==> src/rv_types_pkg.sv <==
// Datapath widths and types

package rv_types_pkg;

  // register data, immediates and pc
  localparam int XLEN = 64;

  // instruction word
  localparam int ILEN = 32;

  // integer register count
  localparam int NUM_GPR = 32;

  // width of a register index
  localparam int GPR_AW = $clog2(NUM_GPR);

  typedef logic [XLEN-1:0] xlen_t;

  typedef logic [ILEN-1:0] inst_t;

  typedef logic [GPR_AW-1:0] gpr_addr_t;

endpackage

==> src/rv_isa_pkg.sv <==
// RV64I encodings and decode controls

package rv_isa_pkg;

  // major opcodes
  localparam logic [6:0] OPC_LUI    = 7'b0110111;
  localparam logic [6:0] OPC_AUIPC  = 7'b0010111;
  localparam logic [6:0] OPC_JAL    = 7'b1101111;
  localparam logic [6:0] OPC_JALR   = 7'b1100111;
  localparam logic [6:0] OPC_BRANCH = 7'b1100011;
  localparam logic [6:0] OPC_LOAD   = 7'b0000011;
  localparam logic [6:0] OPC_STORE  = 7'b0100011;
  localparam logic [6:0] OPC_OP_IMM = 7'b0010011;
  localparam logic [6:0] OPC_OP     = 7'b0110011;

  // funct3 of the branches
  localparam logic [2:0] F3_BEQ  = 3'b000;
  localparam logic [2:0] F3_BNE  = 3'b001;
  localparam logic [2:0] F3_BLT  = 3'b100;
  localparam logic [2:0] F3_BGE  = 3'b101;
  localparam logic [2:0] F3_BLTU = 3'b110;
  localparam logic [2:0] F3_BGEU = 3'b111;

  localparam logic [2:0] F3_LD  = 3'b011;
  localparam logic [2:0] F3_SD  = 3'b011;
  localparam logic [2:0] F3_ADD = 3'b000;  // add, addi, sub, jalr

  localparam logic [6:0] F7_ADD = 7'b0000000;
  localparam logic [6:0] F7_SUB = 7'b0100000;

  // addi x0, x0, 0
  localparam logic [31:0] INST_NOP = 32'h0000_0013;

  typedef enum logic [1:0] {ALU_ADD, ALU_SUB, ALU_LUI} alu_op_e;  // lui passes src2

  typedef enum logic {SRC1_RS1, SRC1_PC} src1_sel_e;

  typedef enum logic [1:0] {SRC2_RS2, SRC2_IMM, SRC2_FOUR} src2_sel_e;

  typedef enum logic [3:0] {
    BR_NONE, BR_EQ, BR_NE, BR_LT, BR_GE, BR_LTU, BR_GEU, BR_JAL, BR_JALR
  } br_func_e;

  typedef enum logic [1:0] {MEM_NONE, MEM_LOAD, MEM_STORE} mem_op_e;

endpackage

==> src/id_pipe_reg.sv <==
// Decode stage pipeline register
`timescale 1ns/1ps

module id_pipe_reg
  import rv_types_pkg::*;
  import rv_isa_pkg::*;
(
  input  logic  i_clk,
  input  logic  i_rst_n,
  input  logic  i_load_en,         // ds allowin
  input  logic  i_fs_to_ds_valid,
  input  inst_t i_fs_inst,
  input  xlen_t i_fs_pc,
  input  logic  i_squash,          // taken branch, drop the fetched inst
  output logic  o_valid,
  output inst_t o_inst,
  output xlen_t o_pc
);

  logic accept;

  assign accept = i_load_en && i_fs_to_ds_valid;

  always_ff @(posedge i_clk or negedge i_rst_n) begin
    if (!i_rst_n) begin
      o_valid <= 1'b0;
    end else if (i_load_en) begin
      o_valid <= i_fs_to_ds_valid;
    end
  end

  // squashed slot keeps its pc, only the inst turns into a nop
  always_ff @(posedge i_clk or negedge i_rst_n) begin
    if (!i_rst_n) begin
      o_inst <= INST_NOP;
      o_pc   <= '0;
    end else if (accept) begin
      o_inst <= i_squash ? INST_NOP : i_fs_inst;
      o_pc   <= i_fs_pc;
    end
  end

  // held inst must not move while the stage is blocked
  a_hold_stable: assert property (@(posedge i_clk) disable iff (!i_rst_n)
    o_valid && !i_load_en |=> $stable(o_inst) && $stable(o_pc));

endmodule

==> src/inst_decoder.sv <==
// Instruction decoder
`timescale 1ns/1ps

module inst_decoder
  import rv_types_pkg::*;
  import rv_isa_pkg::*;
(
  input  inst_t     i_inst,
  output gpr_addr_t o_rs1,
  output gpr_addr_t o_rs2,
  output gpr_addr_t o_rd,
  output xlen_t     o_imm,
  output alu_op_e   o_alu_op,
  output src1_sel_e o_src1_sel,
  output src2_sel_e o_src2_sel,
  output br_func_e  o_br_func,
  output mem_op_e   o_mem_op,
  output logic      o_gpr_wen,
  output logic      o_load_sel,
  output logic      o_invalid_inst
);

  logic [6:0] opcode;
  logic [2:0] funct3;
  logic [6:0] funct7;
  xlen_t      imm_i, imm_s, imm_b, imm_u, imm_j;

  assign opcode = i_inst[6:0];
  assign funct3 = i_inst[14:12];
  assign funct7 = i_inst[31:25];
  assign o_rd   = i_inst[11:7];
  assign o_rs1  = i_inst[19:15];
  assign o_rs2  = i_inst[24:20];

  // sign-extended immediates
  assign imm_i = {{(XLEN-12){i_inst[31]}}, i_inst[31:20]};
  assign imm_s = {{(XLEN-12){i_inst[31]}}, i_inst[31:25], i_inst[11:7]};
  assign imm_b = {{(XLEN-13){i_inst[31]}}, i_inst[31], i_inst[7], i_inst[30:25],
                  i_inst[11:8], 1'b0};
  assign imm_u = {{(XLEN-32){i_inst[31]}}, i_inst[31:12], 12'b0};
  assign imm_j = {{(XLEN-21){i_inst[31]}}, i_inst[31], i_inst[19:12], i_inst[20],
                  i_inst[30:21], 1'b0};

  always_comb begin
    o_imm          = '0;
    o_alu_op       = ALU_ADD;
    o_src1_sel     = SRC1_RS1;
    o_src2_sel     = SRC2_RS2;
    o_br_func      = BR_NONE;
    o_mem_op       = MEM_NONE;
    o_gpr_wen      = 1'b0;
    o_load_sel     = 1'b0;
    o_invalid_inst = 1'b0;
    case (opcode)
      OPC_LUI: begin
        o_imm      = imm_u;
        o_alu_op   = ALU_LUI;
        o_src2_sel = SRC2_IMM;
        o_gpr_wen  = 1'b1;
      end
      OPC_AUIPC: begin
        o_imm      = imm_u;
        o_src1_sel = SRC1_PC;
        o_src2_sel = SRC2_IMM;
        o_gpr_wen  = 1'b1;
      end
      OPC_JAL: begin
        o_imm      = imm_j;
        o_src1_sel = SRC1_PC;   // link = pc + 4
        o_src2_sel = SRC2_FOUR;
        o_br_func  = BR_JAL;
        o_gpr_wen  = 1'b1;
      end
      OPC_JALR: begin
        if (funct3 == F3_ADD) begin
          o_imm      = imm_i;
          o_src1_sel = SRC1_PC;
          o_src2_sel = SRC2_FOUR;
          o_br_func  = BR_JALR;
          o_gpr_wen  = 1'b1;
        end else begin
          o_invalid_inst = 1'b1;
        end
      end
      OPC_BRANCH: begin
        o_imm = imm_b;
        case (funct3)
          F3_BEQ:  o_br_func = BR_EQ;
          F3_BNE:  o_br_func = BR_NE;
          F3_BLT:  o_br_func = BR_LT;
          F3_BGE:  o_br_func = BR_GE;
          F3_BLTU: o_br_func = BR_LTU;
          F3_BGEU: o_br_func = BR_GEU;
          default: o_invalid_inst = 1'b1;
        endcase
      end
      OPC_LOAD: begin
        if (funct3 == F3_LD) begin
          o_imm      = imm_i;
          o_src2_sel = SRC2_IMM;
          o_mem_op   = MEM_LOAD;
          o_gpr_wen  = 1'b1;
          o_load_sel = 1'b1;
        end else begin
          o_invalid_inst = 1'b1;
        end
      end
      OPC_STORE: begin
        if (funct3 == F3_SD) begin
          o_imm      = imm_s;
          o_src2_sel = SRC2_IMM;  // address only, store data is rs2
          o_mem_op   = MEM_STORE;
        end else begin
          o_invalid_inst = 1'b1;
        end
      end
      OPC_OP_IMM: begin
        if (funct3 == F3_ADD) begin
          o_imm      = imm_i;
          o_src2_sel = SRC2_IMM;
          o_gpr_wen  = 1'b1;
        end else begin
          o_invalid_inst = 1'b1;
        end
      end
      OPC_OP: begin
        if (funct3 == F3_ADD && funct7 == F7_ADD) begin
          o_gpr_wen = 1'b1;
        end else if (funct3 == F3_ADD && funct7 == F7_SUB) begin
          o_alu_op  = ALU_SUB;
          o_gpr_wen = 1'b1;
        end else begin
          o_invalid_inst = 1'b1;
        end
      end
      default: o_invalid_inst = 1'b1;
    endcase
  end

endmodule

==> src/gpr_file.sv <==
// Integer register file
`timescale 1ns/1ps

module gpr_file
  import rv_types_pkg::*;
(
  input  logic      i_clk,
  input  gpr_addr_t i_raddr1,
  input  gpr_addr_t i_raddr2,
  output xlen_t     o_rdata1,
  output xlen_t     o_rdata2,
  input  logic      i_we,
  input  gpr_addr_t i_waddr,
  input  xlen_t     i_wdata
);

  xlen_t regs [NUM_GPR];

  // x0 slot is never written
  always_ff @(posedge i_clk) begin
    if (i_we && i_waddr != '0) begin
      regs[i_waddr] <= i_wdata;
    end
  end

  // read is old data in the write cycle
  assign o_rdata1 = (i_raddr1 == '0) ? '0 : regs[i_raddr1];
  assign o_rdata2 = (i_raddr2 == '0) ? '0 : regs[i_raddr2];

  // write-back must always present a real index
  a_waddr_known: assert property (@(posedge i_clk)
    i_we |-> !$isunknown(i_waddr));

endmodule

==> src/operand_bypass.sv <==
// Operand forwarding and load-use detect
`timescale 1ns/1ps

module operand_bypass
  import rv_types_pkg::*;
(
  input  gpr_addr_t i_rs1,
  input  gpr_addr_t i_rs2,
  input  xlen_t     i_rf_rdata1,
  input  xlen_t     i_rf_rdata2,
  input  gpr_addr_t i_es_rd,
  input  xlen_t     i_es_result,
  input  gpr_addr_t i_ms_rd,
  input  xlen_t     i_ms_result,
  input  gpr_addr_t i_ws_rd,
  input  xlen_t     i_ws_result,
  input  logic      i_es_load_sel,
  output xlen_t     o_rs1_data,
  output xlen_t     o_rs2_data,
  output logic      o_load_stall
);

  // youngest producer wins, rd 0 never forwards
  function automatic xlen_t fwd_pick(input gpr_addr_t rs, input xlen_t rf_data);
    xlen_t data;
    if (i_es_rd != '0 && rs == i_es_rd) begin
      data = i_es_result;
    end else if (i_ms_rd != '0 && rs == i_ms_rd) begin
      data = i_ms_result;
    end else if (i_ws_rd != '0 && rs == i_ws_rd) begin
      data = i_ws_result;
    end else begin
      data = rf_data;
    end
    return data;
  endfunction

  always_comb begin
    o_rs1_data = fwd_pick(i_rs1, i_rf_rdata1);
    o_rs2_data = fwd_pick(i_rs2, i_rf_rdata2);
  end

  // es result of a load is only an address, wait one cycle
  assign o_load_stall = i_es_load_sel && (i_es_rd != '0) &&
                        ((i_es_rd == i_rs1) || (i_es_rd == i_rs2));

endmodule

==> src/branch_unit.sv <==
// Branch and jump resolve
`timescale 1ns/1ps

module branch_unit
  import rv_types_pkg::*;
  import rv_isa_pkg::*;
(
  input  br_func_e i_br_func,
  input  xlen_t    i_rs1_data,
  input  xlen_t    i_rs2_data,
  input  xlen_t    i_pc,
  input  xlen_t    i_imm,
  input  xlen_t    i_fs_pc,      // pc fetch is currently on
  output logic     o_br_taken,
  output xlen_t    o_br_target
);

  logic  cond;
  xlen_t target;
  xlen_t jalr_sum;

  assign jalr_sum = i_rs1_data + i_imm;

  always_comb begin
    cond   = 1'b0;
    target = i_pc + i_imm;
    case (i_br_func)
      BR_EQ:   cond = (i_rs1_data == i_rs2_data);
      BR_NE:   cond = (i_rs1_data != i_rs2_data);
      BR_LT:   cond = ($signed(i_rs1_data) < $signed(i_rs2_data));
      BR_GE:   cond = ($signed(i_rs1_data) >= $signed(i_rs2_data));
      BR_LTU:  cond = (i_rs1_data < i_rs2_data);
      BR_GEU:  cond = (i_rs1_data >= i_rs2_data);
      BR_JAL:  cond = 1'b1;
      BR_JALR: begin
        cond   = 1'b1;
        target = {jalr_sum[XLEN-1:1], 1'b0};
      end
      default: cond = 1'b0;
    endcase
  end

  // fetch already on the target means no redirect
  assign o_br_taken  = cond && (target != i_fs_pc);
  assign o_br_target = target;

endmodule

==> src/id_stage.sv <==
// Instruction decode stage
`timescale 1ns/1ps

module id_stage
  import rv_types_pkg::*;
  import rv_isa_pkg::*;
(
  input  logic      i_clk,
  input  logic      i_rst_n,
  input  logic      i_fs_to_ds_valid,
  input  inst_t     i_fs_inst,
  input  xlen_t     i_fs_pc,
  output logic      o_ds_allowin,
  input  logic      i_es_allowin,
  output logic      o_ds_to_es_valid,
  output xlen_t     o_pc,
  output xlen_t     o_rs1_data,
  output xlen_t     o_rs2_data,
  output xlen_t     o_imm,
  output gpr_addr_t o_rd,
  output alu_op_e   o_alu_op,
  output src1_sel_e o_src1_sel,
  output src2_sel_e o_src2_sel,
  output logic      o_gpr_wen,
  output mem_op_e   o_mem_op,
  output logic      o_load_sel,
  output logic      o_invalid_inst,
  output logic      o_br_taken,
  output xlen_t     o_br_target,
  input  logic      i_rf_we,
  input  gpr_addr_t i_rf_waddr,
  input  xlen_t     i_rf_wdata,
  input  gpr_addr_t i_es_rd,
  input  xlen_t     i_es_result,
  input  gpr_addr_t i_ms_rd,
  input  xlen_t     i_ms_result,
  input  gpr_addr_t i_ws_rd,
  input  xlen_t     i_ws_result,
  input  logic      i_es_load_sel
);

  logic      ds_valid, ds_ready_go, load_stall, br_hit;
  inst_t     ds_inst;
  gpr_addr_t rs1, rs2;
  xlen_t     rf_rdata1, rf_rdata2;
  br_func_e  br_func;

  assign ds_ready_go      = ~load_stall;
  assign o_ds_allowin     = !ds_valid || (ds_ready_go && i_es_allowin);
  assign o_ds_to_es_valid = ds_valid && ds_ready_go;
  // a stale or stalled slot must not redirect fetch
  assign o_br_taken       = br_hit && o_ds_to_es_valid;

  id_pipe_reg u_pipe_reg (
    .i_clk            (i_clk),
    .i_rst_n          (i_rst_n),
    .i_load_en        (o_ds_allowin),
    .i_fs_to_ds_valid (i_fs_to_ds_valid),
    .i_fs_inst        (i_fs_inst),
    .i_fs_pc          (i_fs_pc),
    .i_squash         (o_br_taken),
    .o_valid          (ds_valid),
    .o_inst           (ds_inst),
    .o_pc             (o_pc)
  );

  inst_decoder u_decoder (
    .i_inst         (ds_inst),
    .o_rs1          (rs1),
    .o_rs2          (rs2),
    .o_rd           (o_rd),
    .o_imm          (o_imm),
    .o_alu_op       (o_alu_op),
    .o_src1_sel     (o_src1_sel),
    .o_src2_sel     (o_src2_sel),
    .o_br_func      (br_func),
    .o_mem_op       (o_mem_op),
    .o_gpr_wen      (o_gpr_wen),
    .o_load_sel     (o_load_sel),
    .o_invalid_inst (o_invalid_inst)
  );

  gpr_file u_gprs (
    .i_clk    (i_clk),
    .i_raddr1 (rs1),
    .i_raddr2 (rs2),
    .o_rdata1 (rf_rdata1),
    .o_rdata2 (rf_rdata2),
    .i_we     (i_rf_we),
    .i_waddr  (i_rf_waddr),
    .i_wdata  (i_rf_wdata)
  );

  operand_bypass u_bypass (
    .i_rs1         (rs1),
    .i_rs2         (rs2),
    .i_rf_rdata1   (rf_rdata1),
    .i_rf_rdata2   (rf_rdata2),
    .i_es_rd       (i_es_rd),
    .i_es_result   (i_es_result),
    .i_ms_rd       (i_ms_rd),
    .i_ms_result   (i_ms_result),
    .i_ws_rd       (i_ws_rd),
    .i_ws_result   (i_ws_result),
    .i_es_load_sel (i_es_load_sel),
    .o_rs1_data    (o_rs1_data),
    .o_rs2_data    (o_rs2_data),
    .o_load_stall  (load_stall)
  );

  branch_unit u_bru (
    .i_br_func   (br_func),
    .i_rs1_data  (o_rs1_data),
    .i_rs2_data  (o_rs2_data),
    .i_pc        (o_pc),
    .i_imm       (o_imm),
    .i_fs_pc     (i_fs_pc),
    .o_br_taken  (br_hit),
    .o_br_target (o_br_target)
  );

  // a load-stalled inst stays in decode until the load moves on
  a_stall_holds: assert property (@(posedge i_clk) disable iff (!i_rst_n)
    ds_valid && load_stall |-> !o_ds_to_es_valid ##1 ds_valid);

endmodule

==> config.mk <==
export PLATFORM = sky130hd
export DESIGN_NAME = id_stage
export DESIGN_NICKNAME = d
export VERILOG_FILES = /design/src/rv_types_pkg.sv /design/src/rv_isa_pkg.sv /design/src/id_pipe_reg.sv /design/src/inst_decoder.sv /design/src/gpr_file.sv /design/src/operand_bypass.sv /design/src/branch_unit.sv /design/src/id_stage.sv
export SDC_FILE = /design/constraint.sdc
export NUM_CORES = 2
export LEC_CHECK = 0
export ABC_CLOCK_PERIOD_IN_PS = 9050
export BUFFER_PORTS_ARGS = -buffer_cell sky130_fd_sc_hd__buf_2
export CELL_PAD_IN_SITES_DETAIL_PLACEMENT = 1
export CELL_PAD_IN_SITES_GLOBAL_PLACEMENT = 2
export CORE_AREA = 2 2 546 548
export CTS_CLUSTER_SIZE = 40
export DETAILED_ROUTE_END_ITERATION = 6
export DIE_AREA = 0 0 548 550
export GPL_TIMING_DRIVEN = 0
export PLACE_DENSITY_LB_ADDON = 0.2
export SYNTH_ARGS = -nofsm -noshare
export SYNTH_HDL_FRONTEND = slang
export SYNTH_HIERARCHICAL = 1
export SYNTH_SLANG_ARGS = --single-unit
==> constraint.sdc <==
create_clock -name i_clk -period 9.05 [get_ports i_clk]
set_input_delay 1.3575 -clock i_clk [delete_from_list [all_inputs] [get_ports i_clk]]
set_output_delay 1.3575 -clock i_clk [all_outputs]
set_load 0.02 [all_outputs]
# Yosys cells after proc, flatten, opt, wreduce, memory -nomap -nowiden

Memories as Yosys holds them, arrays and structs flattened.
Cells that the tools add are included.

Bits in registers: 97
Output and inout port bits: 338
Bits in latches: 0
Memories: 1
Memory bits (read-only): 0
Input bits: 378
Logic and storage cells: 122
RAM bits: 2048

Memory list:

| memory      | words | width | rd ports | clocked after memory_dff | wr ports | RTL line       | source |
|---|---|---|---|---|---|---|---|
| u_gprs.regs | 32    | 64    | 2        | 0                        | 1        | gpr_file.sv:17 | `xlen_t regs [NUM_GPR];` |

Add/sub/neg operators: 2
Shift-type cells: 0
Magnitude comparators: 4
Equal/unequal tests: 35
Divide/modulo/power cells: 0
Bitwise gates (word level): 1
Mux-type cells: 42
Reductions and logical operators: 34
Multipliers: 0

Operators by type and width:

| operator                                             | count |
|---|---|
| 2-to-1 mux 64 bit                                    | 12 |
| one-hot mux 64 bit (6 select lines)                  | 1 |
| adder 64 bit                                         | 2 |
| greater-or-equal comparator 64 bit                   | 2 |
| < comparator 64 bit                                  | 2 |
| inequality test 64 bit                               | 2 |
| equality test 64 bit                                 | 1 |
| equality test 5 bit                                  | 8 |
| 2-to-1 mux 32 bit                                    | 1 |
| equality test 7 x 6 -> 1 bit (second input constant) | 4 |
| equality test 7 bit (second input constant)          | 3 |
| nonzero test 5 bit                                   | 4 |
| one-hot mux 3 bit (6 select lines)                   | 1 |
| equality test 4 x 3 -> 1 bit (second input constant) | 4 |
| logical AND 1 bit                                    | 16 |
| 2-to-1 mux 1 bit                                     | 15 |
| equality test 7 x 5 -> 1 bit (second input constant) | 2 |
| equality test 3 bit (second input constant)          | 4 |
| one-hot mux 4 bit (3 select lines)                   | 1 |
| zero test 5 bit                                      | 2 |
| one-hot mux 2 bit (5 select lines)                   | 1 |
| OR reduction 2 bit                                   | 5 |
| equality test 4 x 2 -> 1 bit (second input constant) | 2 |
| one-hot mux 2 bit (2 select lines)                   | 2 |
| other kinds (18)                                     | 21 |

# Depth between registers and ports, before layout

Depth in word-level cells: 11
Mapped depth: 33
Depth with buffers taken out: 25

# Modules after synthesis

The synthesis kept the hierarchy.

By module, submodules not included:

| module         | area an instance (um^2) | sequential area each (um^2) | times used | cells an instance |
|---|---|---|---|---|
| gpr_file       | 93922.6                 | 61499.0                     | 1          | 4565 |
| branch_unit    | 13792.0                 | 0.0                         | 1          | 2102 |
| operand_bypass | 4844.6                  | 0.0                         | 1          | 851 |
| id_pipe_reg    | 4051.4                  | 2431.1                      | 1          | 245 |
| inst_decoder   | 1134.8                  | 0.0                         | 1          | 175 |
| id_stage       | 28.8                    | 0.0                         | 1          | 4 |

# Worst setup path before layout

No wires, ideal clock.

Kind: input port to output port
Start: input port i_ws_rd[0]
End: output port o_br_taken
Path buffers: 2
Slack: 1250 ps
Cell stages on the path: 23
Data required time: 7693 ps
Arrival time: 6443 ps
Cells stage by stage: nor3_1 > nand2_1 > and4b_1 > buf_6 > buf_6 > o221a_1 > o21ai_1 > inv_1 > fa_1 > nand2b_1 > a21oi_4 > a21oi_2 > a2111o_1 > a2111o_1 > nand3_1 > nor3b_2 > o31ai_1 > xor2_1 > a2111oi_0 > nand4b_1 > nor4b_2 > nor2_1 > and2_1

Longest elaborated chain between the ends: 10

Ends and longest elaborated chain:

| element                                                   | RTL line             | source |
|---|---|---|
| from (decl)                                               | id_stage.sv:37       | `input gpr_addr_t i_ws_rd,` |
| equality test 5 bit or nonzero test 5 bit (tied branches) | operand_bypass.sv:30 | `end else if (i_ws_rd != '0 && rs == i_ws_rd) begin` |
| logical AND 1 bit (*)                                     | operand_bypass.sv:30 |  |
| 2-to-1 mux 64 bit (*)                                     | operand_bypass.sv:30 |  |
| 2-to-1 mux 64 bit (*)                                     | operand_bypass.sv:28 | `end else if (i_ms_rd != '0 && rs == i_ms_rd) begin` |
| 2-to-1 mux 64 bit (*)                                     | operand_bypass.sv:26 | `if (i_es_rd != '0 && rs == i_es_rd) begin` |
| net o_rs1_data[1]                                         | id_stage.sv:17       | `output xlen_t o_rs1_data,` |
| adder 64 bit (*)                                          | branch_unit.sv:22    | `assign jalr_sum = i_rs1_data + i_imm;` |
| 2-to-1 mux 64 bit (*)                                     | branch_unit.sv:27    | `case (i_br_func)` |
| net o_br_target[52]                                       | id_stage.sv:29       | `output xlen_t o_br_target,` |
| inequality test 64 bit (*)                                | branch_unit.sv:44    | `assign o_br_taken = cond && (target != i_fs_pc);` |
| logical AND 1 bit (*)                                     | branch_unit.sv:44    |  |
| net br_hit                                                | id_stage.sv:42       | `logic ds_valid, ds_ready_go, load_stall, br_hit;` |
| logical AND 1 bit (*)                                     | id_stage.sv:52       | `assign o_br_taken = br_hit && o_ds_to_es_valid;` |
| to (decl)                                                 | id_stage.sv:28       | `output logic o_br_taken,` |

Mark *: on every way through the listed nets, which the timed path passes. The rest lies on a longest branch.

# Worst setup path in the final report

Start: register u_pipe_reg.o_inst[24]
End: output port o_br_taken

Longest elaborated chain between the ends: 9

Ends and longest elaborated chain:

| element                                                    | RTL line             | source |
|---|---|---|
| from (decl)                                                | id_pipe_reg.sv:16    | `output inst_t o_inst,` |
| from (signal assigned)                                     | id_pipe_reg.sv:38    | `o_inst <= i_squash ? INST_NOP : i_fs_inst;` |
| memory (32 x 64 bit) or zero test 5 bit (tied branches)    | --                   |  |
| 2-to-1 mux 64 bit (*)                                      | gpr_file.sv:28       | `assign o_rdata2 = (i_raddr2 == '0) ? '0 : regs[i_raddr2];` |
| net rf_rdata2[52]                                          | id_stage.sv:45       | `xlen_t rf_rdata1, rf_rdata2;` |
| 2-to-1 mux 64 bit (*)                                      | operand_bypass.sv:30 |  |
| 2-to-1 mux 64 bit (*)                                      | operand_bypass.sv:28 |  |
| 2-to-1 mux 64 bit (*)                                      | operand_bypass.sv:26 |  |
| greater-or-equal comparator 64 bit (tied with other cells) | branch_unit.sv:33    | `BR_GEU: cond = (i_rs1_data >= i_rs2_data);` |
| one-hot mux 1 bit (7 select lines) (*)                     | branch_unit.sv:27    |  |
| logical AND 1 bit (*)                                      | branch_unit.sv:44    |  |
| net br_hit                                                 | id_stage.sv:42       |  |
| logical AND 1 bit (*)                                      | id_stage.sv:52       |  |

Marks and branches as above.

==> run summary <==
Root Buffer: clkbuf_16
Top FF cell, synth: edfxtp_1
die width: 548 µm
area share of fa/ha/maj cells after synthesis: 2.04%
Tightest Hold Check Type: primary input to asynchronous set/reset pin
EDFF count, synth: 2,048
relative slew slack: -4.18%
Yosys reg bits: 2,145
Max Clk Rate: 96.6 MHz
commonest cells after routing, fill and taps aside: edfxtp_1, mux4_2, buf_2, nand2_1, mux2i_1
CP Capture Type: primary output
cell family with most CP delay: compound AO/OA/AOI/OAI gates
clk slew on worst S/H paths: 0.06 ns
DR pass1 iterations: 7
DRC violations left: 1
Yosys top cell area share: 52.2%
most common cell after layout, fill and taps aside: edfxtp_1
Async S/R FF share, synth: 4.52%
final setup fails: 23
Max VDD drop: 0.213 mV
CTS tree: built
Vias per Instance: 6.89
I/O Buffers: 715
first-pass GRT wire length: 838,000 µm
fraction of layout cells with a size suffix above 1: 38.2%
P per Cell Area: 252 nW/µm²
R2R cell count: 30
Area Overhead vs Synth: 22.7%
CP max-delay cell: clkbuf_1
Yosys cell types: 118
simple-gate share of the synthesized area: 5.99%
Layout Nets: 9,841
core footprint: 296,000 µm²
yosys warns: 6
vias in the first global route: 91,100
Static Leak: 51.5 nW
GRT overflow: 0
synth top area cells: edfxtp_1, mux4_2, mux2i_1
post-synthesis sequential area ratio: 54.3%
clock tree buffer depth: 4
Post-Place Worst Slack: -4.36 ns
Slew Limit Fails: 11
leading area contributor after synthesis: edfxtp_1
final hold vios: 0
GRT Overall Usage: 41.8%
worst reg2reg path endpoint: u_pipe_reg/o_inst[19]
Crit Path Max Fanout: 10
RSZ-0062 raised after global routing: yes
largest net degree at the start of global routing: 63
CTS Hold Bufs: 0
# H-tree levels: 4
Vias: 92,800
Final min period: 10.35 ns
drt initial violations: 13,600
Tot Pwr: 0.0364 W
Worst Tran Pin Value: 1.56 ns
critical path startpoint category: flip-flop
initial antenna violation count: 137
crit path cell chain: buf_4, clkbuf_1, clkbuf_1, o311ai_0, o32ai_4, inv_1, o221a_1, o21ai_1, inv_1, ha_1, nand4_1, nor4_4, and3_2, and2_1, a22oi_1, and3b_1, o32a_1, a21oi_1, o21a_1, nor2_2, and2_4, buf_6
R2R Setup Slk: -0.17 ns
Clock Skew: 0.0659 ns
critical path type: flip-flop to primary output
main combinational cell family by area after synthesis: multiplexers
Critical Path RT: 7.69 ns
CTS Buf Count: 235
multiplexer area fraction after synthesis: 22.8%
r2r startpoint: u_pipe_reg/o_inst[22]
Avg Synthesized Cell Area: 14.8 µm²
hpwl dp: 486,000 µm
clock latency on the worst-skew pair: 1.01 ns
die area: 301,000 µm²
Mapped Area: 118,000 µm²
die span in y: 550 µm
antenna viol nets, final: 0
Post-Syn Instances: 7,942
max capacitance violation total: 1
Arr. time, crit path: 8.99 ns
# IOs: 716
gpl congestion: 0.970
Initial Util: 39.9%
failing checks: design-rule violations, max-capacitance violations, max-slew violations, negative setup slack
WP buf/inv: 6
average wire per standard cell: 48.0 µm
Synth Area in Compound Gates: 10.1%
max incr delay on CP: 1.03 ns
worst setup margin: -1.30 ns
post-layout util: 48.9%
outcome: finished with violations
Routed WL: 646,000 µm
Post-Synth XOR/XNOR Area: 1.12%
CTS Sinks: 2,145
Hold Slack: 0.391 ns
setup total negative slack: -3.52 ns
row cnt: 200
period utilization: 114%
## cell families (layout without fill, tap and decap cells)
| family | Yosys count | count (layout) |
|---|---|---|
| buf+inv | 893 | 2352 |
| simple gates | 1419 | 1419 |
| fa+ha+maj | 191 | 191 |
| mux | 1480 | 1480 |
| compound gates | 1671 | 1671 |
| xor+xnor | 142 | 142 |
| flops | 2145 | 2145 |
| other cells | 1 | 127 |
## Yosys cell counts (54+ instances only)
master / number
mux4_2: 920
nor2_1: 236
o221a_1: 128
clkbuf_1: 285
o21ai_0: 265
xor2_1: 59
inv_1: 237
xnor2_1: 78
nor3_1: 137
a21oi_1: 220
nand2_1: 514
a21o_1: 136
dfrtp_1: 94
o21ai_1: 158
nor2b_1: 54
o22ai_1: 77
a221oi_1: 83
mux2i_1: 312
buf_4: 92
mux2_4: 59
a22o_1: 64
a22oi_1: 84
and3_1: 82
edfxtp_1: 2048
nand4_1: 92
a211oi_1: 92
mux2_2: 189
ha_1: 189
buf_2: 191
o221ai_1: 73
## routing by layer
layer | up-vias | GRT usage, % | routed length [µm]
met3 | 1849 | 12.3 | 74000
met2 | 6898 | 64.5 | 291000
met5 | - | 0 | 540
met4 | 80 | 31.8 | 57300
li1 | 35300 | - | -
met1 | 48700 | 49.4 | 223000
## through the flow
stage	instance area, µm²	std cells
floorplan	118000	8005
global route	144000	13400
CTS	142000	13300
global placement	127000	12700
finish	144000	13500
detailed placement	130000	12800
## layout make-up
| type | count | area [µm²] |
|---|---|---|
| inverters | 238 | 896 |
| fillers | 28800 | 151000 |
| repair buffers | 1062 | 8550 |
| plain buffers | 623 | 5160 |
| clock buffers | 288 | 6080 |
| flip-flops and latches | 2145 | 63900 |
| well taps | 3939 | 4930 |
| clock inverters | 141 | 1400 |
| multi-input cells | 4967 | 53300 |
| diodes | 63 | 158 |
## sequential cells by signal (all words and copies together), names as in the netlist
register,flops
u_pipe_reg/o_inst,32
u_pipe_reg/o_valid,1
u_gprs/regs,2048
u_pipe_reg/o_pc,64
## how the worst max path moves through the flow
stage / startpoint / depth (start not counted) / slack, ns / end
floorplan: i_ws_rd[0] / 23 / 1.25 / o_br_taken
global placement: u_pipe_reg/o_inst[16] / 29 / -5.07 / o_br_taken
detailed placement: u_pipe_reg/o_inst[16] / 29 / -4.36 / o_br_taken
CTS: u_pipe_reg/o_inst[15] / 33 / -1.16 / o_br_taken
global route: u_pipe_reg/o_inst[15] / 33 / -1.13 / o_br_taken
finish: u_pipe_reg/o_inst[24] / 22 / -1.30 / o_br_taken
## where the power goes
group	switching (W)	internal, W
Sequential	0.000166	0.0111
Clock	0.00431	0.00530
Combinational	0.0101	0.00537
Total	0.0146	0.0218
## what timing repair did
item	in CTS	in global routing
setup endpoints to repair	95	25
cloned	2	7
resized for setup	949	378
buffers inserted	83	110
pin swaps	78	124
No activity file was read; power rests on OpenSTA's default activity.
